==> config.mk <==
export PLATFORM = sky130hd
export DESIGN_NAME = pcie_queue_mgr
export DESIGN_NICKNAME = d
export VERILOG_FILES = /design/src/logic/pcie_pkg.sv /design/src/logic/pio_reg_file.sv /design/src/logic/queue_scheduler.sv /design/src/logic/queue_tail_table.sv /design/src/logic/status_bus_slave.sv /design/src/logic/pcie_queue_mgr.sv
export VERILOG_INCLUDE_DIRS = /design/src /design/src/include
export SDC_FILE = /design/constraint.sdc
export NUM_CORES = 2
export LEC_CHECK = 0
export BUFFER_PORTS_ARGS = -buffer_cell sky130_fd_sc_hd__buf_2
export CORE_UTILIZATION = 55
export CTS_CLUSTER_DIAMETER = 50
export DETAILED_ROUTE_END_ITERATION = 8
export PLACE_DENSITY = 0.77
export SLEW_MARGIN = 10
export SYNTH_ARGS = -nofsm -noshare
export SYNTH_HDL_FRONTEND = slang
export SYNTH_SLANG_ARGS = --single-unit
export TNS_END_PERCENT = 100
==> constraint.sdc <==
create_clock -name pcie_clk -period 6.2 [get_ports pcie_clk]
set_input_delay 1.55 -clock pcie_clk [delete_from_list [all_inputs] [get_ports pcie_clk]]
set_output_delay 1.55 -clock pcie_clk [all_outputs]
set_load 0.1 [all_outputs]
==> src/include/pcie_consts.svh <==
`ifndef PCIE_CONSTS_SVH
`define PCIE_CONSTS_SVH

// queue pages and tail table entries
`define MAX_QUEUES 4

// queue index, log2 of MAX_QUEUES
`define QUEUE_IDX_WIDTH 2

// ring buffer pointer
`define TAIL_WIDTH 16

// pio address space
`define PIO_ADDR_WIDTH 16

// first bit of the page index in a pio address
`define PAGE_LSB 12

// one register page, four dwords
`define PIO_DATA_WIDTH 128

// status bus address
`define STATUS_ADDR_WIDTH 8

`endif

==> src/logic/pcie_pkg.sv <==
`default_nettype none

`include "pcie_consts.svh"

package pcie_pkg;

    typedef struct packed {
        logic [`PIO_ADDR_WIDTH-1:0]   address;
        logic                         read;
        logic                         write;
        logic [`PIO_DATA_WIDTH-1:0]   writedata;
        logic [`PIO_DATA_WIDTH/8-1:0] byteenable;
    } pio_req_t;

    // dwords 1 to 3 of a page
    typedef struct packed {
        logic [31:0] head;
        logic [63:0] kmem_addr;
    } queue_cfg_t;

    typedef queue_cfg_t [`MAX_QUEUES-1:0] queue_cfg_array_t;

    typedef logic [`MAX_QUEUES-1:0][`TAIL_WIDTH-1:0] tail_array_t;

    typedef struct packed {
        logic [`QUEUE_IDX_WIDTH-1:0] queue_id;
        logic [`TAIL_WIDTH-1:0]      tail;
        logic [31:0]                 head;
        logic [63:0]                 kmem_addr;
    } active_queue_t;

    // bit 0 is the disable flag
    typedef struct packed {
        logic [32-`QUEUE_IDX_WIDTH-3:0] reserved;
        logic [`QUEUE_IDX_WIDTH:0]      num_queues;
        logic                           disable_pcie;
    } ctrl_reg_t;

    typedef struct packed {
        logic [`STATUS_ADDR_WIDTH-1:0] address;
        logic                          read;
        logic                          write;
        logic [31:0]                   writedata;
    } status_req_t;

    typedef struct packed {
        logic [`QUEUE_IDX_WIDTH-1:0] queue_id;
        logic [`TAIL_WIDTH-1:0]      tail;
    } tbl_wr_req_t;

    typedef enum logic [1:0] {
        SCHED_IDLE,
        SCHED_BRAM_DELAY,
        SCHED_SWITCH_QUEUE
    } sched_state_t;

    typedef enum logic [1:0] {
        ST_IDLE,
        ST_TABLE_WAIT,
        ST_TABLE_RSP
    } status_state_t;

endpackage

`default_nettype wire

==> src/logic/pio_reg_file.sv <==
`timescale 1ns/1ps
`default_nettype none

`include "pcie_consts.svh"

module pio_reg_file
    import pcie_pkg::*;
(
    input  wire logic                        pcie_clk,
    input  wire logic                        pcie_reset_n,
    input  wire pio_req_t                    pio_req,
    input  wire tail_array_t                 tails,
    output logic [`PIO_DATA_WIDTH-1:0]       pio_readdata,
    output logic                             pio_readdatavalid,
    output queue_cfg_array_t                 queue_cfgs
);

    logic [`QUEUE_IDX_WIDTH-1:0] page_idx;
    logic [`QUEUE_IDX_WIDTH-1:0] rd_idx_r;
    logic                        rd_valid_r;
    queue_cfg_array_t            cfg_r;

    // page index sits right above the 4 KB page offset
    assign page_idx   = pio_req.address[`PAGE_LSB +: `QUEUE_IDX_WIDTH];
    assign queue_cfgs = cfg_r;

    // a dword is only updated when all four of its byte enables are set;
    // dword 0 holds the tail and belongs to the scheduler
    always_ff @(posedge pcie_clk) begin
        if (!pcie_reset_n) begin
            cfg_r <= '0;
        end else if (pio_req.write) begin
            if (&pio_req.byteenable[4 +: 4]) begin
                cfg_r[page_idx].head <= pio_req.writedata[32 +: 32];
            end
            if (&pio_req.byteenable[8 +: 4]) begin
                cfg_r[page_idx].kmem_addr[31:0] <= pio_req.writedata[64 +: 32];
            end
            if (&pio_req.byteenable[12 +: 4]) begin
                cfg_r[page_idx].kmem_addr[63:32] <= pio_req.writedata[96 +: 32];
            end
        end
    end

    // read valid pipeline, two stages
    always_ff @(posedge pcie_clk) begin
        if (!pcie_reset_n) begin
            rd_valid_r        <= 1'b0;
            pio_readdatavalid <= 1'b0;
        end else begin
            rd_valid_r        <= pio_req.read;
            pio_readdatavalid <= rd_valid_r;
        end
    end

    // page data follows the valid pipeline
    always_ff @(posedge pcie_clk) begin
        rd_idx_r     <= page_idx;
        pio_readdata <= {
            cfg_r[rd_idx_r].kmem_addr[63:32],
            cfg_r[rd_idx_r].kmem_addr[31:0],
            cfg_r[rd_idx_r].head,
            {(32-`TAIL_WIDTH){1'b0}}, tails[rd_idx_r]
        };
    end

    // the port carries one command per cycle
    assert property (@(posedge pcie_clk) disable iff (!pcie_reset_n)
        !(pio_req.read && pio_req.write))
        else $error("pio read and write in the same cycle");

endmodule

`default_nettype wire

==> src/logic/queue_scheduler.sv <==
`timescale 1ns/1ps
`default_nettype none

`include "pcie_consts.svh"

module queue_scheduler
    import pcie_pkg::*;
(
    input  wire logic                         pcie_clk,
    input  wire logic                         pcie_reset_n,
    input  wire logic                         dma_done_valid,
    input  wire logic [`TAIL_WIDTH-1:0]       dma_done_tail,
    output logic                              dma_done_ready,
    input  wire logic [`QUEUE_IDX_WIDTH:0]    num_queues,
    input  wire queue_cfg_array_t             queue_cfgs,
    output tail_array_t                       tails,
    output active_queue_t                     active_queue,
    output logic                              tbl_wr_valid,
    output tbl_wr_req_t                       tbl_wr_req,
    input  wire logic                         tbl_wr_ready
);

    sched_state_t                state;
    logic [`QUEUE_IDX_WIDTH-1:0] cur_id;
    logic [`QUEUE_IDX_WIDTH-1:0] next_id;
    logic [`QUEUE_IDX_WIDTH-1:0] id_d;
    logic                        wr_grant;
    tail_array_t                 tails_r;

    assign dma_done_ready = (state == SCHED_IDLE);
    assign tbl_wr_valid   = (state == SCHED_SWITCH_QUEUE);
    assign wr_grant       = tbl_wr_valid && tbl_wr_ready;
    assign tails          = tails_r;

    always_comb begin
        tbl_wr_req.queue_id = cur_id;
        tbl_wr_req.tail     = tails_r[cur_id];
    end

    // round robin over the enabled queues, 0 or 1 pins queue 0
    always_comb begin
        if (num_queues <= 1) begin
            next_id = '0;
        end else if ({1'b0, cur_id} == num_queues - 1'b1) begin
            next_id = '0;
        end else begin
            next_id = cur_id + 1'b1;
        end
    end

    always_ff @(posedge pcie_clk) begin
        if (!pcie_reset_n) begin
            state   <= SCHED_IDLE;
            cur_id  <= '0;
            tails_r <= '0;
        end else begin
            case (state)
                SCHED_IDLE: begin
                    if (dma_done_valid) begin
                        tails_r[cur_id] <= dma_done_tail;
                        state           <= SCHED_BRAM_DELAY;
                    end
                end
                // one cycle for the table port to settle
                SCHED_BRAM_DELAY: state <= SCHED_SWITCH_QUEUE;
                SCHED_SWITCH_QUEUE: begin
                    if (tbl_wr_ready) begin
                        cur_id <= next_id;
                        state  <= SCHED_IDLE;
                    end
                end
                default: state <= SCHED_IDLE;
            endcase
        end
    end

    // look ahead to the new id so the outputs are current when ready rises
    assign id_d = wr_grant ? next_id : cur_id;

    always_ff @(posedge pcie_clk) begin
        if (!pcie_reset_n) begin
            active_queue <= '0;
        end else begin
            active_queue.queue_id  <= id_d;
            active_queue.tail      <= tails_r[id_d];
            active_queue.head      <= queue_cfgs[id_d].head;
            active_queue.kmem_addr <= queue_cfgs[id_d].kmem_addr;
        end
    end

    assert property (@(posedge pcie_clk) disable iff (!pcie_reset_n)
        tbl_wr_valid && !tbl_wr_ready |=> tbl_wr_valid && $stable(tbl_wr_req))
        else $error("tail table write request changed before grant");

endmodule

`default_nettype wire

==> src/logic/queue_tail_table.sv <==
`timescale 1ns/1ps
`default_nettype none

`include "pcie_consts.svh"

module queue_tail_table
    import pcie_pkg::*;
(
    input  wire logic                          pcie_clk,
    input  wire logic                          pcie_reset_n,
    input  wire logic                          tbl_wr_valid,
    input  wire tbl_wr_req_t                   tbl_wr_req,
    output logic                               tbl_wr_ready,
    input  wire logic                          tbl_rd_valid,
    input  wire logic [`QUEUE_IDX_WIDTH-1:0]   tbl_rd_queue,
    output logic                               tbl_rd_ready,
    output logic [`TAIL_WIDTH-1:0]             tbl_rd_data,
    output logic                               tbl_rd_rsp_valid
);

    tail_array_t mem;
    logic        wr_grant;
    logic        rd_grant;

    // fixed priority, the scheduler write always owns the port
    assign tbl_wr_ready = 1'b1;
    assign tbl_rd_ready = !tbl_wr_valid;

    assign wr_grant = tbl_wr_valid && tbl_wr_ready;
    assign rd_grant = tbl_rd_valid && tbl_rd_ready;

    always_ff @(posedge pcie_clk) begin
        if (!pcie_reset_n) begin
            mem <= '0;
        end else if (wr_grant) begin
            mem[tbl_wr_req.queue_id] <= tbl_wr_req.tail;
        end
    end

    always_ff @(posedge pcie_clk) begin
        if (!pcie_reset_n) begin
            tbl_rd_rsp_valid <= 1'b0;
        end else begin
            tbl_rd_rsp_valid <= rd_grant;
        end
    end

    // registered read data, one cycle after the grant
    always_ff @(posedge pcie_clk) begin
        if (rd_grant) begin
            tbl_rd_data <= mem[tbl_rd_queue];
        end
    end

    // single port, only one access per cycle
    assert property (@(posedge pcie_clk) disable iff (!pcie_reset_n)
        !(wr_grant && rd_grant))
        else $error("tail table granted read and write together");

endmodule

`default_nettype wire

==> src/logic/status_bus_slave.sv <==
`timescale 1ns/1ps
`default_nettype none

`include "pcie_consts.svh"

module status_bus_slave
    import pcie_pkg::*;
(
    input  wire logic                          pcie_clk,
    input  wire logic                          pcie_reset_n,
    input  wire status_req_t                   status_req,
    output logic [31:0]                        status_readdata,
    output logic                               status_readdata_valid,
    output logic [`QUEUE_IDX_WIDTH:0]          num_queues,
    output logic                               disable_pcie,
    output logic                               tbl_rd_valid,
    output logic [`QUEUE_IDX_WIDTH-1:0]        tbl_rd_queue,
    input  wire logic                          tbl_rd_ready,
    input  wire logic [`TAIL_WIDTH-1:0]        tbl_rd_data,
    input  wire logic                          tbl_rd_rsp_valid
);

    status_req_t                   req_r;
    status_state_t                 state;
    ctrl_reg_t                     ctrl;
    logic [`QUEUE_IDX_WIDTH-1:0]   rd_queue_r;
    logic [`STATUS_ADDR_WIDTH-1:0] entry_addr;
    logic                          ctrl_sel;
    logic                          rd_pending;

    // address 0 is control, 1 + q is tail entry q
    assign ctrl_sel   = (req_r.address == '0);
    assign entry_addr = req_r.address - 1'b1;

    assign tbl_rd_valid = (state == ST_TABLE_WAIT);
    assign tbl_rd_queue = rd_queue_r;
    assign disable_pcie = ctrl.disable_pcie;
    assign num_queues   = ctrl.num_queues;
    assign rd_pending   = req_r.read || (state != ST_IDLE);

    always_ff @(posedge pcie_clk) begin
        if (!pcie_reset_n) begin
            req_r                 <= '0;
            ctrl                  <= '0;
            state                 <= ST_IDLE;
            status_readdata_valid <= 1'b0;
        end else begin
            req_r                 <= status_req;
            status_readdata_valid <= 1'b0;
            // table entries are read only
            if (req_r.write && ctrl_sel) begin
                ctrl <= req_r.writedata;
            end
            if (req_r.read && ctrl_sel) begin
                status_readdata_valid <= 1'b1;
            end
            case (state)
                ST_IDLE: begin
                    if (req_r.read && !ctrl_sel) begin
                        state <= ST_TABLE_WAIT;
                    end
                end
                // may stall behind a scheduler write
                ST_TABLE_WAIT: begin
                    if (tbl_rd_ready) begin
                        state <= ST_TABLE_RSP;
                    end
                end
                ST_TABLE_RSP: begin
                    if (tbl_rd_rsp_valid) begin
                        status_readdata_valid <= 1'b1;
                        state                 <= ST_IDLE;
                    end
                end
                default: state <= ST_IDLE;
            endcase
        end
    end

    always_ff @(posedge pcie_clk) begin
        if (state == ST_IDLE && req_r.read) begin
            rd_queue_r <= entry_addr[`QUEUE_IDX_WIDTH-1:0];
        end
        if (req_r.read && ctrl_sel) begin
            status_readdata <= ctrl;
        end else if (state == ST_TABLE_RSP && tbl_rd_rsp_valid) begin
            status_readdata <= {{(32-`TAIL_WIDTH){1'b0}}, tbl_rd_data};
        end
    end

    assert property (@(posedge pcie_clk) disable iff (!pcie_reset_n)
        status_req.read |-> !rd_pending)
        else $error("status read issued while another is outstanding");

endmodule

`default_nettype wire

==> src/logic/pcie_queue_mgr.sv <==
`timescale 1ns/1ps
`default_nettype none

`include "pcie_consts.svh"

module pcie_queue_mgr
    import pcie_pkg::*;
(
    input  wire logic                      pcie_clk,
    input  wire logic                      pcie_reset_n,
    // pio port
    input  wire pio_req_t                  pio_req,
    output logic [`PIO_DATA_WIDTH-1:0]     pio_readdata,
    output logic                           pio_readdatavalid,
    // dma completion
    input  wire logic                      dma_done_valid,
    input  wire logic [`TAIL_WIDTH-1:0]    dma_done_tail,
    output logic                           dma_done_ready,
    output active_queue_t                  active_queue,
    // status bus
    input  wire status_req_t               status_req,
    output logic [31:0]                    status_readdata,
    output logic                           status_readdata_valid,
    output logic                           disable_pcie
);

    queue_cfg_array_t               queue_cfgs;
    tail_array_t                    tails;
    logic [`QUEUE_IDX_WIDTH:0]      num_queues;
    logic                           tbl_wr_valid;
    tbl_wr_req_t                    tbl_wr_req;
    logic                           tbl_wr_ready;
    logic                           tbl_rd_valid;
    logic [`QUEUE_IDX_WIDTH-1:0]    tbl_rd_queue;
    logic                           tbl_rd_ready;
    logic [`TAIL_WIDTH-1:0]         tbl_rd_data;
    logic                           tbl_rd_rsp_valid;

    pio_reg_file pio_reg_file_inst (
        .pcie_clk          (pcie_clk),
        .pcie_reset_n      (pcie_reset_n),
        .pio_req           (pio_req),
        .tails             (tails),
        .pio_readdata      (pio_readdata),
        .pio_readdatavalid (pio_readdatavalid),
        .queue_cfgs        (queue_cfgs)
    );

    queue_scheduler queue_scheduler_inst (
        .pcie_clk       (pcie_clk),
        .pcie_reset_n   (pcie_reset_n),
        .dma_done_valid (dma_done_valid),
        .dma_done_tail  (dma_done_tail),
        .dma_done_ready (dma_done_ready),
        .num_queues     (num_queues),
        .queue_cfgs     (queue_cfgs),
        .tails          (tails),
        .active_queue   (active_queue),
        .tbl_wr_valid   (tbl_wr_valid),
        .tbl_wr_req     (tbl_wr_req),
        .tbl_wr_ready   (tbl_wr_ready)
    );

    // shared between scheduler writes and status reads
    queue_tail_table queue_tail_table_inst (
        .pcie_clk         (pcie_clk),
        .pcie_reset_n     (pcie_reset_n),
        .tbl_wr_valid     (tbl_wr_valid),
        .tbl_wr_req       (tbl_wr_req),
        .tbl_wr_ready     (tbl_wr_ready),
        .tbl_rd_valid     (tbl_rd_valid),
        .tbl_rd_queue     (tbl_rd_queue),
        .tbl_rd_ready     (tbl_rd_ready),
        .tbl_rd_data      (tbl_rd_data),
        .tbl_rd_rsp_valid (tbl_rd_rsp_valid)
    );

    status_bus_slave status_bus_slave_inst (
        .pcie_clk              (pcie_clk),
        .pcie_reset_n          (pcie_reset_n),
        .status_req            (status_req),
        .status_readdata       (status_readdata),
        .status_readdata_valid (status_readdata_valid),
        .num_queues            (num_queues),
        .disable_pcie          (disable_pcie),
        .tbl_rd_valid          (tbl_rd_valid),
        .tbl_rd_queue          (tbl_rd_queue),
        .tbl_rd_ready          (tbl_rd_ready),
        .tbl_rd_data           (tbl_rd_data),
        .tbl_rd_rsp_valid      (tbl_rd_rsp_valid)
    );

endmodule

`default_nettype wire

# Word level (Yosys, flattened, before mapping)
# Cells that the tools add are included.
[classes] n_eq_ne=9 add_sub_neg=3 n_div=0 muxes=46 n_shift=0 n_mul=0 n_lt_le_gt_ge=8 bitwise_logic=0 n_reduce_logical=19
[op_table] op="384-bit 2-to-1 mux" count=7
[op_table] op="384-bit bitwise mux" count=3
[op_table] op="96-bit demux with 2-bit select" count=3
[op_table] op="96-bit binary-select mux with 2-bit select" count=2
[op_table] op="96-bit 2-to-1 mux" count=3
[op_table] op="16-bit binary-select mux with 2-bit select" count=4
[op_table] op="64-bit bitwise mux" count=2
[op_table] op="32-bit 2-to-1 mux" count=3
[op_table] op="16-bit 2-to-1 mux" count=5
[op_table] op="64-bit 2-to-1 mux" count=1
[op_table] op="16-bit demux with 2-bit select" count=1
[op_table] op="2-bit by 3-bit less-than comparator with 1-bit output, second input constant" count=5
[op_table] op="2-bit 2-to-1 mux" count=7
[op_table] op="4-bit AND reduction" count=3
[op_table] op="1-bit logical AND" count=8
[op_table] op="8-bit logical NOT" count=1
[op_table] op="2-bit inequality test, second input constant" count=3
[op_table] op="2-bit case mux with 3 select lines" count=1
[op_table] op="2-bit by 1-bit == test with 1-bit output, second input constant" count=2
[op_table] op="2-bit == test, second input constant" count=2
[op_table] op="2-bit by 1-bit greater-or-equal comparator with 1-bit output, second input constant" count=2
[op_table] op="2-bit logical NOT" count=2
[op_table] op="2-bit case mux with 2 select lines" count=1
[op_table] op="2-bit by 3-bit == test with 1-bit output" count=1
[op_table] op="other kinds (10)" count=13
[totals] n_memories=0 inputBits=223 regBits=872 mem_bits_ro=0 mem_bits_rw=0 latch_bits=0 out_inout_bits=278 word_cells=123

# Depth between registers and ports, before layout
[depth] ltp_word=14 depth_mapped=10

# Modules after synthesis
# A second synthesis with hierarchy kept.
[unflattened] cells_unflattened=4243 hier_area_um2=39331.5
[by_module_without_submodules] module="pio_reg_file" n_inst=1 area_each_um2=19014.5 seq_area_each_um2=10009.6 cells_each=1635
[by_module_without_submodules] module="queue_scheduler" n_inst=1 area_each_um2=13042.5 seq_area_each_um2=3643.5 cells_each=2015
[by_module_without_submodules] module="status_bus_slave" n_inst=1 area_each_um2=4017.6 seq_area_each_um2=2562.5 cells_each=323
[by_module_without_submodules] module="queue_tail_table" n_inst=1 area_each_um2=3256.9 seq_area_each_um2=1781.7 cells_each=270

# Worst setup path after synthesis
# OpenSTA, ideal clock, no wires.
[synth_path] path_type="register to output" from="register queue_scheduler_inst.state[0]" to="output port dma_done_ready" path_stages_with_launch=2 slack_ns=2.948 arrival_time_ns=1.702 n_path_buf=0 t_required_ns=4.650 cell_sequence="dfxtp_1 -> nor2_1"
[synth_between] elab_chain_cells=1
[synth_lines] item="start, declared" line_no="queue_scheduler.sv:23" text="sched_state_t state;"
[synth_lines] item="start signal, assigned" line_no="queue_scheduler.sv:53" text="state <= SCHED_IDLE;"
[synth_lines] item="start signal, assigned" line_no="queue_scheduler.sv:61" text="state <= SCHED_BRAM_DELAY;"
[synth_lines] item="start signal, assigned" line_no="queue_scheduler.sv:65" text="SCHED_BRAM_DELAY: state <= SCHED_SWITCH_QUEUE;"
[synth_lines] item="2-bit logical NOT" line_no="queue_scheduler.sv:30" text="assign dma_done_ready = (state == SCHED_IDLE);"
[synth_lines] item="end, declared" line_no="pcie_queue_mgr.sv:18" text="output logic dma_done_ready,"
# No other way between the ends.

# Worst setup path after layout
# Ends and elaborated chain as after synthesis.

==> reports/summary.txt <==
Status = finished, final reports clean
Total I/O pin count = 501
Fin. max-slew vios = 0
RSZ-0062 raised after global routing = no
GR Overflow Total = 0
Hold WC Path Type = reg -> reg
Startpoint Class = flop
Die width = 250 µm
Vias per cell = 5.71
CTS Hold Bufs = 0
Cells after Synth = 3454
Core area = 60600 µm²
Fin. Hold Viols = 0
Drt first pass iters = 6
Max stage delay on crit path = 0.52 ns
Crit Path Max Fanout = 7
Main flop type after synthesis = dfxtp_1
RR Endpoint = queue_scheduler_inst.active_queue[62]$_SDFF_PN0_
Starting density of the core = 55.9%
Worst-Margin Slew = 1.20 ns
Largest net degree at the start of global routing = 187
Hold Path Depth = 1
Final worst path period need = 3.44 ns
Pleak = 13.8 nW
Max_cap viols = 0
Via Count = 26400
Initial drt markers = 2128
Critical R2R Launch = queue_scheduler_inst.cur_id[0]$_SDFF_PN0_
Post-synth EDFFs = 50
Worst Setup End Kind = output pin
Normalized max-slew margin = 19.8%
Yosys warns = 0
#FFs+latches synth = 872
Fmax = 0.291 GHz
Min-delay src = pio_reg_file_inst.rd_valid_r$_SDFF_PN0_
Required @ worst endpoint = 4.65 ns
Layout net count = 3973
Hold WS = 0.434 ns
Number of nets with antenna violations after routing = 0
Detailed placement HPWL = 53800 µm
Clock skew = 0.0243 ns
CTS sink cnt = 872
First-pass GRT wire length = 143000 µm
Initial antenna violation count = 24
Flop-to-flop setup slack = 2.89 ns
Fin Setup TNS = 0 ns
Setup bufs post-CTS = 0
Worst-skew pair later-pin latency = 0.64 ns
Share of layout cells above drive strength 1 = 22.7%
Finish-stage setup viols = 0
Routed WL = 93400 µm
Crit path buf inv count = 1
Crit path from = queue_scheduler_inst.state[0]$_SDFFE_PN0P_
TritonCTS buffer count = 95
Register-to-Register Path Depth = 8
Residual DRC count = 0
Synthesized area = 33900 µm²
Yosys cell types = 42
Port buffer count = 434
Post-CTS sizing = 0
Hold EP = pio_reg_file_inst.pio_readdatavalid$_SDFF_PN0_
Row Count = 90
H-tree Lvls = 3
Die Ht = 250 µm
Asr flop ratio synth = 0%
Die area = 62600 µm²
Crit path cell chain = nor2_1, buf_2
Root Buffer = clkbuf_16
Post-DR wirelength/cell = 20.2 µm
Routability cong. = 0.850
CP top delay family = buffers and inverters
Synth-to-Final Area Change = 16.0%
Avg Cell Area, Syn = 9.80 µm²
Critical Path AT = 1.89 ns
Worst setup path class = reg -> out
Cell Pwr Density = 308 nW/µm²
Overall Power = 0.0121 W
CP max stage cell = buf_2
Clk pin slew, worst setup/hold paths = 0.06 ns
Fin crit share = 55.4%
Vias in the first global route = 25800
Post-synthesis sequential area ratio = 53.0%
Worst IR Drop VDD = 231 µV
CTS tree = done
GRT Resource Usage Total = 29.1%
Clock buffer depth = 3
[synth_stat cells, drive strengths merged (2+ instances only)]
library cell / n / area (µm²)
and2: 51 / 319
a21oi: 546 / 2730
mux2i: 224 / 2240
nand3b: 2 / 15.0
and3: 22 / 138
nand4: 3 / 18.8
nor2b: 2 / 20.0
mux4: 144 / 3240
clkbuf: 213 / 818
mux2: 14 / 158
inv: 11 / 41.3
buf: 74 / 633
nor4: 2 / 12.5
o21ai: 2 / 10.0
xnor2: 3 / 26.3
dfxtp: 822 / 16500
edfxtp: 50 / 1500
or2: 13 / 81.3
o22ai: 112 / 995
nand2: 1106 / 4150
nor2: 20 / 75.1
nor3: 2 / 10.0
ha: 7 / 87.6
[sequential cells by signal, summed over array words and instances (netlist names)]
signal	flops
pio_reg_file_inst.queue_cfgs	384
pio_reg_file_inst.pio_readdata	112
queue_scheduler_inst.active_queue	112
queue_scheduler_inst.tails	64
queue_tail_table_inst.mem	64
status_bus_slave_inst.req_r	42
status_bus_slave_inst.status_readdata	32
status_bus_slave_inst.ctrl	28
queue_tail_table_inst.tbl_rd_data	16
status_bus_slave_inst.num_queues	3
pio_reg_file_inst.rd_idx_r	2
queue_scheduler_inst.cur_id	2
queue_scheduler_inst.state	2
status_bus_slave_inst.state	2
status_bus_slave_inst.tbl_rd_queue	2
pio_reg_file_inst.pio_readdatavalid	1
pio_reg_file_inst.rd_valid_r	1
queue_tail_table_inst.tbl_rd_rsp_valid	1
status_bus_slave_inst.disable_pcie	1
status_bus_slave_inst.status_readdata_valid	1
[cell usage in the layout, fill, tap and decap left out, drive strengths merged]
master	count
nand2	1106
dfxtp	822
a21oi	546
buf	464
mux2i	224
mux4	144
clkbuf	125
o22ai	112
and2	51
edfxtp	50
clkinv	24
inv	23
and3	22
nor2	20
diode	17
conb	16
mux2	14
or2	13
bufinv	9
ha	7
clkinvlp	5
nand4	3
xnor2	3
nor4	2
o21ai	2
nand3b	2
nor3	2
nor2b	2
nor3b	1
nand3	1
or3b	1
xor2	1
o21ba	1
o32ai	1
a211oi	1
a31oi	1
[logic make-up (layout without fill, tap and decap cells)]
| logic type | after synthesis | after routing | synth area share, % |
|---|---|---|---|
| xor+xnor | 4 | 4 | 0.103 |
| mux | 382 | 382 | 16.7 |
| compound gates | 664 | 664 | 11.2 |
| buf+inv | 298 | 650 | 4.41 |
| fa+ha+maj | 7 | 7 | 0.259 |
| simple gates | 1226 | 1226 | 14.4 |
| flops | 872 | 872 | 53.0 |
| other cells | 1 | 33 | 0.0111 |
[final cells by class]
type                    instances  area, µm²
multi-input cells            2299      14500
diodes                         17       42.5
flip-flops and latches        872      18000
clock inverters                50        566
fillers                      4791      21300
inverters                      11       48.8
repair buffers                464       2480
well taps                     782        978
clock buffers                 125       2690
[per-stage QoR]
step | cell area (µm²) | std cells | utilization, % | worst slack (ns)
2_1_floorplan | 33900 | 3469 | - | 2.95
3_3_place_gp | 36000 | 4428 | 59.4 | 2.41
3_5_place_dp | 36000 | 4428 | 59.4 | 2.36
4_1_cts | 39300 | 4603 | 64.8 | 2.73
5_1_grt | 39300 | 4615 | 64.8 | 2.60
6_report | 39300 | 4620 | 64.9 | 2.76
[how the worst max path moves through the flow]
stage                                                         end  slack (ns)  depth (start not counted)
6_report                                           dma_done_ready        2.76                          2
5_1_grt        status_bus_slave_inst.status_readdata[4]$_DFFE_PP_        2.60                          5
4_1_cts                                         active_queue[112]        2.73                          2
3_5_place_dp       pio_reg_file_inst.queue_cfgs[177]$_SDFFE_PN0P_        2.36                          5
3_3_place_gp        pio_reg_file_inst.queue_cfgs[94]$_SDFFE_PN0P_        2.41                          5
2_1_floorplan                                      dma_done_ready        2.95                          1
[per-layer routing]
metal	wire, µm	track usage, %	vias to the layer above
li1	-	-	12400
met1	35800	34.9	12700
met2	45900	48.8	1102
met3	7780	6.97	242
met4	3870	14.3	14
met5	77	0	-
[power breakdown]
part	internal (W)	leakage (nW)	total, W	switching, W
Sequential	0.00571	7.08	0.00576	0.0000524
Clock	0.00346	1.61	0.00580	0.00234
Combinational	0.000147	5.07	0.000545	0.000398
No activity file was read; power rests on OpenSTA's default activity.
